## config.mk

```make
export PLATFORM = sky130hd
export DESIGN_NAME = aes_round
export DESIGN_NICKNAME = d
export VERILOG_FILES = /design/src/rtl/aes_types_pkg.sv /design/src/rtl/aes_ctrl_pkg.sv /design/src/rtl/byte_stream_if.sv /design/src/rtl/add_round_key.sv /design/src/rtl/state_serializer.sv /design/src/rtl/byte_substitution.sv /design/src/rtl/state_collector.sv /design/src/rtl/mix_stage.sv /design/src/rtl/aes_round.sv
export SDC_FILE = /design/constraint.sdc
export NUM_CORES = 2
export LEC_CHECK = 0
export ABC_AREA = 1
export BUFFER_PORTS_ARGS = -buffer_cell sky130_fd_sc_hd__buf_2
export CORE_ASPECT_RATIO = 1.1
export CORE_MARGIN = 2
export CORE_UTILIZATION = 50
export DETAILED_ROUTE_END_ITERATION = 10
export PLACE_DENSITY = 0.73
export SYNTH_ARGS = -nofsm -noshare
export SYNTH_HDL_FRONTEND = slang
export SYNTH_SLANG_ARGS = --single-unit
```

## constraint.sdc

```tcl
create_clock -name clk -period 18.5 [get_ports clk]
set_clock_uncertainty 0.1 [all_clocks]
set_input_delay 3.7 -clock clk [delete_from_list [all_inputs] [get_ports clk]]
set_output_delay 3.7 -clock clk [all_outputs]
set_load 0.02 [all_outputs]
```

## src/rtl/aes_types_pkg.sv

```systemverilog
////////////////////
// Shared AES-128 data types and field constants for the round datapath.
// Imported by every stage that handles state bytes or GF(2^8) arithmetic.
////////////////////
`default_nettype none

package aes_types_pkg;

    localparam int NUM_BYTES = 16;                          // Bytes in one AES state.

    typedef logic [7:0] aes_byte_t;                         // One state byte.
    typedef logic [3:0] byte_index_t;                       // Byte position 0..15.

    // Column-major state, byte 0 sits in bits 7:0.
    typedef aes_byte_t [NUM_BYTES-1:0] aes_state_t;

    localparam byte_index_t LAST_INDEX = byte_index_t'(NUM_BYTES - 1);  // Final byte position.
    localparam aes_byte_t AES_REDUCE   = 8'h1b;             // x^8 reduced by the AES polynomial.
    localparam aes_byte_t AES_AFFINE_C = 8'h63;             // S-box affine constant.

    // Multiply by x in GF(2^8).
    function automatic aes_byte_t aes_xtime(aes_byte_t b);
        aes_byte_t shifted;
        shifted = {b[6:0], 1'b0};                           // Plain shift left.
        if (b[7])
        begin
            shifted = shifted ^ AES_REDUCE;                 // Fold the overflow bit back in.
        end
        return shifted;
    endfunction

endpackage

`default_nettype wire

```

## src/rtl/aes_ctrl_pkg.sv

```systemverilog
////////////////////
// State encodings for the small control FSMs of the round stages.
// Used by the substitution and collector stages.
////////////////////
`default_nettype none

package aes_ctrl_pkg;

    // Request FSM inside the substitution stage.
    typedef enum logic
    {
        IDLE  = 1'b0,                                       // Waiting for a fresh state.
        FETCH = 1'b1                                        // Issuing read requests.
    } fetch_state_e;

    // Fill tracking inside the collector.
    typedef enum logic
    {
        EMPTY   = 1'b0,                                     // No byte of a round seen yet.
        FILLING = 1'b1                                      // Part of a state written.
    } collect_state_e;

endpackage

`default_nettype wire

```

## src/rtl/byte_stream_if.sv

```systemverilog
////////////////////
// Byte-serial link between round stages.
// The dst side raises req; the src side answers with one byte a cycle later.
////////////////////
`timescale 1ns/1ps
`default_nettype none

interface byte_stream_if;

    import aes_types_pkg::*;

    logic      req;                                         // Read request from the consumer.
    aes_byte_t data;                                        // Byte payload.
    logic      valid;                                       // Data holds a byte this cycle.
    logic      last;                                        // Marks byte 15 of the state.

    // Producer side.
    modport src (input req, output data, output valid, output last);

    // Consumer side.
    modport dst (output req, input data, input valid, input last);

endinterface

`default_nettype wire

```

## src/rtl/add_round_key.sv

```systemverilog
////////////////////
// First stage of the round: XOR of state and round key.
// Accepts start only while the datapath is idle and pulses load once.
////////////////////
`timescale 1ns/1ps
`default_nettype none

module add_round_key (
    input  logic                      clk,
    input  logic                      resetn,
    input  logic                      start,                // Round request.
    input  logic                      final_round,          // Skip MixColumns for this round.
    input  aes_types_pkg::aes_state_t state_in,
    input  aes_types_pkg::aes_state_t round_key,
    input  logic                      busy,                 // A round is in flight.
    output logic                      load,                 // One-cycle strobe to the serializer.
    output aes_types_pkg::aes_state_t ark_state,
    output logic                      ark_final
);

    logic accept;

    assign accept = start & ~busy;                          // Starts during a round are dropped.

    always_ff @(posedge clk or negedge resetn)
    begin
        if (!resetn)
        begin
            load      <= 1'b0;
            ark_state <= '0;
            ark_final <= 1'b0;
        end
        else
        begin
            load <= accept;                                 // High for exactly one cycle.
            if (accept)
            begin
                ark_state <= state_in ^ round_key;          // AddRoundKey.
                ark_final <= final_round;                   // Held for the whole round.
            end
        end
    end

endmodule

`default_nettype wire

```

## src/rtl/state_serializer.sv

```systemverilog
////////////////////
// Sixteen-byte holding register read out one byte per request.
// Each req returns the next byte, in index order, on the following cycle.
////////////////////
`timescale 1ns/1ps
`default_nettype none

module state_serializer (
    input  logic                      clk,
    input  logic                      resetn,
    input  logic                      load,                 // Store a new state.
    input  aes_types_pkg::aes_state_t load_state,
    byte_stream_if.src                bus
);

    import aes_types_pkg::*;

    aes_state_t  mem;                                       // Stored state bytes.
    byte_index_t rd_cnt;                                    // Next byte to hand out.
    byte_index_t rd_sel;                                    // Byte on the bus this cycle.

    always_ff @(posedge clk or negedge resetn)
    begin
        if (!resetn)
        begin
            mem <= '0;
        end
        else if (load)
        begin
            mem <= load_state;                              // Whole state in one cycle.
        end
    end

    // Read side follows the request by one cycle.
    always_ff @(posedge clk or negedge resetn)
    begin
        if (!resetn)
        begin
            rd_cnt    <= '0;
            rd_sel    <= '0;
            bus.valid <= 1'b0;
            bus.last  <= 1'b0;
        end
        else
        begin
            bus.valid <= bus.req;
            bus.last  <= bus.req && (rd_cnt == LAST_INDEX);
            if (bus.req)
            begin
                rd_sel <= rd_cnt;                           // Delayed copy selects the data.
                if (rd_cnt == LAST_INDEX)
                    rd_cnt <= '0;                           // All 16 bytes read.
                else
                    rd_cnt <= rd_cnt + byte_index_t'(1);
            end
        end
    end

    assign bus.data = mem[rd_sel];

    // A read must never race a state load.
    req_not_during_load: assert property (
        @(posedge clk) disable iff (!resetn)
        !(bus.req && load)
    ) else $error("serializer read request in the load cycle");

endmodule

`default_nettype wire

```

## src/rtl/byte_substitution.sv

```systemverilog
////////////////////
// SubBytes stage: pulls 16 bytes from the serializer and maps each through
// a computed S-box (GF(2^8) inverse then affine map), one byte per cycle.
////////////////////
`timescale 1ns/1ps
`default_nettype none

module byte_substitution (
    input  logic       clk,
    input  logic       resetn,
    input  logic       start_fetch,                         // Serializer was just loaded.
    byte_stream_if.dst in_bus,
    byte_stream_if.src out_bus
);

    import aes_types_pkg::*;
    import aes_ctrl_pkg::*;

    fetch_state_e state;
    byte_index_t  req_cnt;                                  // Requests issued so far.

    // Shift-and-add multiply in GF(2^8).
    function automatic aes_byte_t gf_mul(aes_byte_t a, aes_byte_t b);
        aes_byte_t acc;
        aes_byte_t p;
        acc = '0;
        p   = a;
        for (int i = 0; i < 8; i++)
        begin
            if (b[i])
                acc = acc ^ p;
            p = aes_xtime(p);
        end
        return acc;
    endfunction

    // x^254 is the inverse; zero maps to zero.
    function automatic aes_byte_t gf_inv(aes_byte_t x);
        aes_byte_t sq;
        aes_byte_t acc;
        sq  = x;
        acc = 8'h01;
        for (int i = 1; i < 8; i++)
        begin
            sq  = gf_mul(sq, sq);                           // x^(2^i).
            acc = gf_mul(acc, sq);
        end
        return acc;
    endfunction

    function automatic aes_byte_t sbox(aes_byte_t x);
        aes_byte_t v;
        v = gf_inv(x);
        return v ^ {v[6:0], v[7]} ^ {v[5:0], v[7:6]} ^ {v[4:0], v[7:5]}
                 ^ {v[3:0], v[7:4]} ^ AES_AFFINE_C;         // Affine transform.
    endfunction

    always_ff @(posedge clk or negedge resetn)
    begin
        if (!resetn)
        begin
            state   <= IDLE;
            req_cnt <= '0;
        end
        else
        begin
            case (state)
                IDLE:
                    if (start_fetch)
                    begin
                        state   <= FETCH;
                        req_cnt <= '0;
                    end
                FETCH:
                begin
                    req_cnt <= req_cnt + byte_index_t'(1);
                    if (req_cnt == LAST_INDEX)
                        state <= IDLE;                      // Sixteen requests sent.
                end
                default:
                    state <= IDLE;
            endcase
        end
    end

    assign in_bus.req = (state == FETCH);

    always_ff @(posedge clk or negedge resetn)
    begin
        if (!resetn)
        begin
            out_bus.valid <= 1'b0;
            out_bus.last  <= 1'b0;
        end
        else
        begin
            out_bus.valid <= in_bus.valid;
            out_bus.last  <= in_bus.valid && in_bus.last;
        end
    end

    // Payload byte, only meaningful with valid.
    always_ff @(posedge clk)
    begin
        if (in_bus.valid)
            out_bus.data <= sbox(in_bus.data);
    end

    // A new state may only arrive once the previous fetch is over.
    no_start_in_fetch: assert property (
        @(posedge clk) disable iff (!resetn)
        start_fetch |-> (state != FETCH)
    ) else $error("substitution stage restarted during a fetch");

endmodule

`default_nettype wire

```

## src/rtl/state_collector.sv

```systemverilog
////////////////////
// Reassembles the substituted byte stream into a full 16-byte state.
// Pulses full on the cycle after the byte marked last.
////////////////////
`timescale 1ns/1ps
`default_nettype none

module state_collector (
    input  logic                      clk,
    input  logic                      resetn,
    byte_stream_if.dst                bus,
    output logic                      full,                 // One-cycle completion strobe.
    output aes_types_pkg::aes_state_t collected
);

    import aes_types_pkg::*;
    import aes_ctrl_pkg::*;

    collect_state_e state;
    byte_index_t    wr_idx;                                 // Next byte position to fill.

    assign bus.req = 1'b0;                                  // Upstream pushes without requests.

    always_ff @(posedge clk or negedge resetn)
    begin
        if (!resetn)
        begin
            state     <= EMPTY;
            wr_idx    <= '0;
            full      <= 1'b0;
            collected <= '0;
        end
        else
        begin
            full <= (state == FILLING) && bus.valid && bus.last;
            if (bus.valid)
            begin
                collected[wr_idx] <= bus.data;
                if (bus.last)
                    wr_idx <= '0;                           // Ready for the next round.
                else
                    wr_idx <= wr_idx + byte_index_t'(1);
            end
            case (state)
                EMPTY:
                    if (bus.valid)
                        state <= FILLING;                   // First byte of a round.
                FILLING:
                    if (bus.valid && bus.last)
                        state <= EMPTY;
                default:
                    state <= EMPTY;
            endcase
        end
    end

    // Last has to land on byte 15, otherwise the counters drifted apart.
    last_at_index_15: assert property (
        @(posedge clk) disable iff (!resetn)
        (bus.valid && bus.last) |-> (wr_idx == LAST_INDEX)
    ) else $error("collector saw last away from byte 15");

endmodule

`default_nettype wire

```

## src/rtl/mix_stage.sv

```systemverilog
////////////////////
// Output stage: ShiftRows and, outside the final round, MixColumns.
// Registers the result and pulses done; the result holds until the next done.
////////////////////
`timescale 1ns/1ps
`default_nettype none

module mix_stage (
    input  logic                      clk,
    input  logic                      resetn,
    input  logic                      full,                 // Collected state is complete.
    input  logic                      final_round,
    input  aes_types_pkg::aes_state_t in_state,
    output logic                      done,
    output aes_types_pkg::aes_state_t out_state
);

    import aes_types_pkg::*;

    aes_state_t shifted;

    // Row r rotates left by r columns; byte index is 4*col + row.
    function automatic aes_state_t shift_rows(aes_state_t s);
        aes_state_t r;
        for (int c = 0; c < 4; c++)
        begin
            for (int row = 0; row < 4; row++)
                r[4*c + row] = s[4*((c + row) % 4) + row];
        end
        return r;
    endfunction

    function automatic aes_state_t mix_columns(aes_state_t s);
        aes_state_t r;
        aes_byte_t  a0;
        aes_byte_t  a1;
        aes_byte_t  a2;
        aes_byte_t  a3;
        for (int c = 0; c < 4; c++)
        begin
            a0 = s[4*c];
            a1 = s[4*c + 1];
            a2 = s[4*c + 2];
            a3 = s[4*c + 3];
            r[4*c]     = aes_xtime(a0) ^ aes_xtime(a1) ^ a1 ^ a2 ^ a3;   // 2 3 1 1.
            r[4*c + 1] = a0 ^ aes_xtime(a1) ^ aes_xtime(a2) ^ a2 ^ a3;   // 1 2 3 1.
            r[4*c + 2] = a0 ^ a1 ^ aes_xtime(a2) ^ aes_xtime(a3) ^ a3;   // 1 1 2 3.
            r[4*c + 3] = aes_xtime(a0) ^ a0 ^ a1 ^ a2 ^ aes_xtime(a3);   // 3 1 1 2.
        end
        return r;
    endfunction

    assign shifted = shift_rows(in_state);

    always_ff @(posedge clk or negedge resetn)
    begin
        if (!resetn)
        begin
            done      <= 1'b0;
            out_state <= '0;
        end
        else
        begin
            done <= full;
            if (full)
                out_state <= final_round ? shifted : mix_columns(shifted);
        end
    end

endmodule

`default_nettype wire

```

## src/rtl/aes_round.sv

```systemverilog
////////////////////
// AES-128 round datapath top: AddRoundKey, byte-serial SubBytes, ShiftRows
// and MixColumns. One round per start; done follows 21 cycles later.
////////////////////
`timescale 1ns/1ps
`default_nettype none

module aes_round (
    input  logic                      clk,
    input  logic                      resetn,
    input  logic                      start,
    input  logic                      final_round,
    input  aes_types_pkg::aes_state_t state_in,
    input  aes_types_pkg::aes_state_t round_key,
    output aes_types_pkg::aes_state_t state_out,
    output logic                      done,
    output logic                      busy
);

    import aes_types_pkg::*;

    logic       load;                                       // Serializer write strobe.
    logic       ark_final;                                  // Final flag travelling with the round.
    logic       full;                                       // Collector completion strobe.
    logic       busy_q;                                     // Round in flight after the load cycle.
    aes_state_t ark_state;
    aes_state_t collected;

    byte_stream_if ser_bus ();                              // Serializer to S-box stage.
    byte_stream_if sub_bus ();                              // S-box stage to collector.

    add_round_key add_round_key_inst (
        .clk         (clk),
        .resetn      (resetn),
        .start       (start),
        .final_round (final_round),
        .state_in    (state_in),
        .round_key   (round_key),
        .busy        (busy),
        .load        (load),
        .ark_state   (ark_state),
        .ark_final   (ark_final)
    );

    state_serializer state_serializer_inst (
        .clk        (clk),
        .resetn     (resetn),
        .load       (load),
        .load_state (ark_state),
        .bus        (ser_bus)
    );

    byte_substitution byte_substitution_inst (
        .clk         (clk),
        .resetn      (resetn),
        .start_fetch (load),
        .in_bus      (ser_bus),
        .out_bus     (sub_bus)
    );

    state_collector state_collector_inst (
        .clk       (clk),
        .resetn    (resetn),
        .bus       (sub_bus),
        .full      (full),
        .collected (collected)
    );

    mix_stage mix_stage_inst (
        .clk         (clk),
        .resetn      (resetn),
        .full        (full),
        .final_round (ark_final),
        .in_state    (collected),
        .done        (done),
        .out_state   (state_out)
    );

    always_ff @(posedge clk or negedge resetn)
    begin
        if (!resetn)
            busy_q <= 1'b0;
        else if (load)
            busy_q <= 1'b1;                                 // Set behind the load strobe.
        else if (done)
            busy_q <= 1'b0;                                 // Cleared once the result is out.
    end

    assign busy = load | busy_q;                            // Covers cycles 1 through 21.

endmodule

`default_nettype wire

```

==> out/metrics.yaml <==
status: "complete, no violations"
dp_hpwl_microns: 103000
place_inst: 8434
slew_headroom_pct: 20.5
yosysTopAreaCellShare_pct: 29.2
setup_tns_ns: 0
die_x_microns: 294
r2r-start: "state_serializer_inst.rd_sel[0]"
syn_area_per_cell_sq_um: 6.44
grt_first_pass_wirelength_microns: 221000
path_max_fanout: 39
io_buffers: 389
ys_seq_area_share_pct: 29.7
mostFrequentLayoutCells: "2,766 x nand2_1, 806 x nand3_1, 571 x inv_1"
post-route-period-util_pct: 89.7
slowest_delay_ns: 0.70
cts_tree: "built"
cp-start-kind: "register"
syn_to_final_growth_pct: 8.50
final_common_cell: "nand2_1"
maxUsedRoutingLayer: "met4"
drt_iter0_drc: 4205
synth_edf_count: 8
place_congestion: 0.956
dieArea_sq_um: 94800
core_region_area_sq_um: 91300
synth_top_area_cell: "dfrtp_1"
finalNonFillerCells: 8533
grt_pass1_vias: 42500
syn_inst: 7172
wl_met3_microns: 8530
critPathSlowestCell: "dfrtp_4"
wl_met1_microns: 59200
grt_overflow_total: 0
ys_warn_count: 0
dp_slack_ns: 1.61
postLayoutCoreUtil_pct: 54.9
htreeDepth: 2
cts_buffer_depth: 3
worstMarginPinSlew_ns: 1.19
min_from: "state_serializer_inst.bus.last"
clkSinkCount: 547
crit_start: "state_serializer_inst.rd_sel[0]"
vias_per_cell: 5.40
rsz0062_at_grt: "no"
antenna_found_initial: 1
synth_flop_cell: "dfrtp_1"
die_h_microns: 323
fmax_mhz: 60.3
cp.required_ns: 18.79
grt_max_degree: 168
fin_crit_ns: 16.59
grt_usage_pct: 28.5
arrival_ns: 16.87
wl_per_cell_microns: 16.1
io_pins: 390
cts.repair.resized: 0
ys_types: 53
maxSlewViolCount: 0
drt_wl_total_microns: 138000
finalWorstSetupSlack_ns: 1.91
async_reset_ff_share_pct: 98.5
critPathKind: "register to register"
setup-violations-final: 0
initial_utilization_pct: 50.6
vias: 46100
diodes: 0
synth.cell_area_sq_um: 46200
ys_ff_latch: 547
syn_nets: 7445
cts_setup_buffers: 0
rows: 116
drc: 0
route.met2.wl_microns: 65500
ant_nets: 0
clkLatencyLatePin_ns: 0.61
final-hold-violation-count: 0
drive_gt1_share_pct: 10.8
clockRootBuffer: "clkbuf_16"
fin_nets: 7584
max-cap-violations: 0
clkSlewWorstSetupHoldPaths_ns: 0.07
holdCritPathClass: "register to register"
synth_area_leaders: "dfrtp_1 29%, nand2_1 23%, nand3_1 8.8%, xnor2_1 7.5%, xor2_1 5.7%"
cp_common_cell: "nand2_1"
postCtsHoldBufs: 0
cts_buffers: 54
critPathCaptureType: "register"
dr.pass1.iters: 9
==> routing by layer <==
layer | global-route usage, % | vias to the layer above
met5 | 0 | -
met4 | 8.56 | 0
met3 | 3.19 | 295
met2 | 49.2 | 1602
met1 | 37.6 | 21300
li1 | - | 22900
==> flip-flops by register name, summed over array words and instances, names as in the netlist <==
signal,cells
add_round_key_inst.ark_state,128
mix_stage_inst.out_state,128
state_collector_inst.collected,128
state_serializer_inst.mem,128
byte_substitution_inst.out_bus.data,8
byte_substitution_inst.req_cnt,4
state_collector_inst.wr_idx,4
state_serializer_inst.rd_cnt,4
state_serializer_inst.rd_sel,4
add_round_key_inst.ark_final,1
add_round_key_inst.load,1
busy_q,1
byte_substitution_inst.in_bus.req,1
byte_substitution_inst.out_bus.last,1
byte_substitution_inst.out_bus.valid,1
mix_stage_inst.done,1
state_collector_inst.full,1
state_collector_inst.state,1
state_serializer_inst.bus.last,1
state_serializer_inst.bus.valid,1
==> logic make-up (layout without fill, tap and decap cells) <==
kind of cell               after synthesis  count (layout)  share of synthesized area, %
buffers and inverters                 1010            1190                          8.95
muxes                                    2               2                        0.0461
AOI/OAI and AO/OA                      685             685                          8.33
xor gates and xnor gates               720             721                          14.1
adders and majority gates               13              13                         0.352
and+or+nand+nor                       4195            4195                          38.4
DFF                                    547             547                          29.7
==> Yosys cell counts, drive strengths merged, types with 44 or more instances <==
library cell and count:
buf 114, xor2 320, clkbuf 215, nand3 817, nand4 73, o221ai 44, dfrtp 539, xnor2 399
nand2 2897, o211ai 71, o21ai 479, nand3b 50, nor2 313, inv 675, a21oi 62
==> final timing paths <==
path | endpoint | slack [ns] | depth (start not counted)
worst max-delay path | byte_substitution_inst.out_bus.data[5] | 1.91 | 92
worst min-delay path | byte_substitution_inst.out_bus.last | 0.34 | 2
worst max register to register | byte_substitution_inst.out_bus.data[5] | 1.91 | 92
worst min register to register | byte_substitution_inst.out_bus.last | 0.34 | 2
max in group asynchronous | add_round_key_inst.ark_state[90] | 12.97 | 3
min in group asynchronous | mix_stage_inst.out_state[81] | 3.00 | 1
==> metrics by stage <==
stage | hold slack, ns | area [sq um]
after global placement | 0.348 | 48200
after floorplan | 0.252 | 46200
after detailed placement | 0.343 | 48200
after global routing | 0.387 | 50100
final | 0.340 | 50100
after CTS | 0.352 | 50100
==> layout make-up <==
cell class | count | area (sq um)
Clock buffer | 84 | 1640
Clock inverter | 14 | 184
Fill cell | 8968 | 41200
Inverter | 681 | 2580
Multi-Input combinational cell | 5616 | 28300
Sequential cell | 547 | 13700
Tap cell | 1180 | 1480
Timing Repair Buffer | 411 | 2130
==> worst max-delay path: cells and delay by family (launching register included) <==
kind                     cells  cell delay (ns)
AND/OR/NAND/NOR             72            10.88
buffers and inverters       11             2.31
XOR/XNOR                     7             1.77
flip-flops                   1             0.70
adder cells (fa/ha/maj)      1             0.42
AO/OA/AOI/OAI                1             0.07
Power is not shown: default switching activity piles up to over one toggle a cycle in this logic, so the estimate is an artifact.
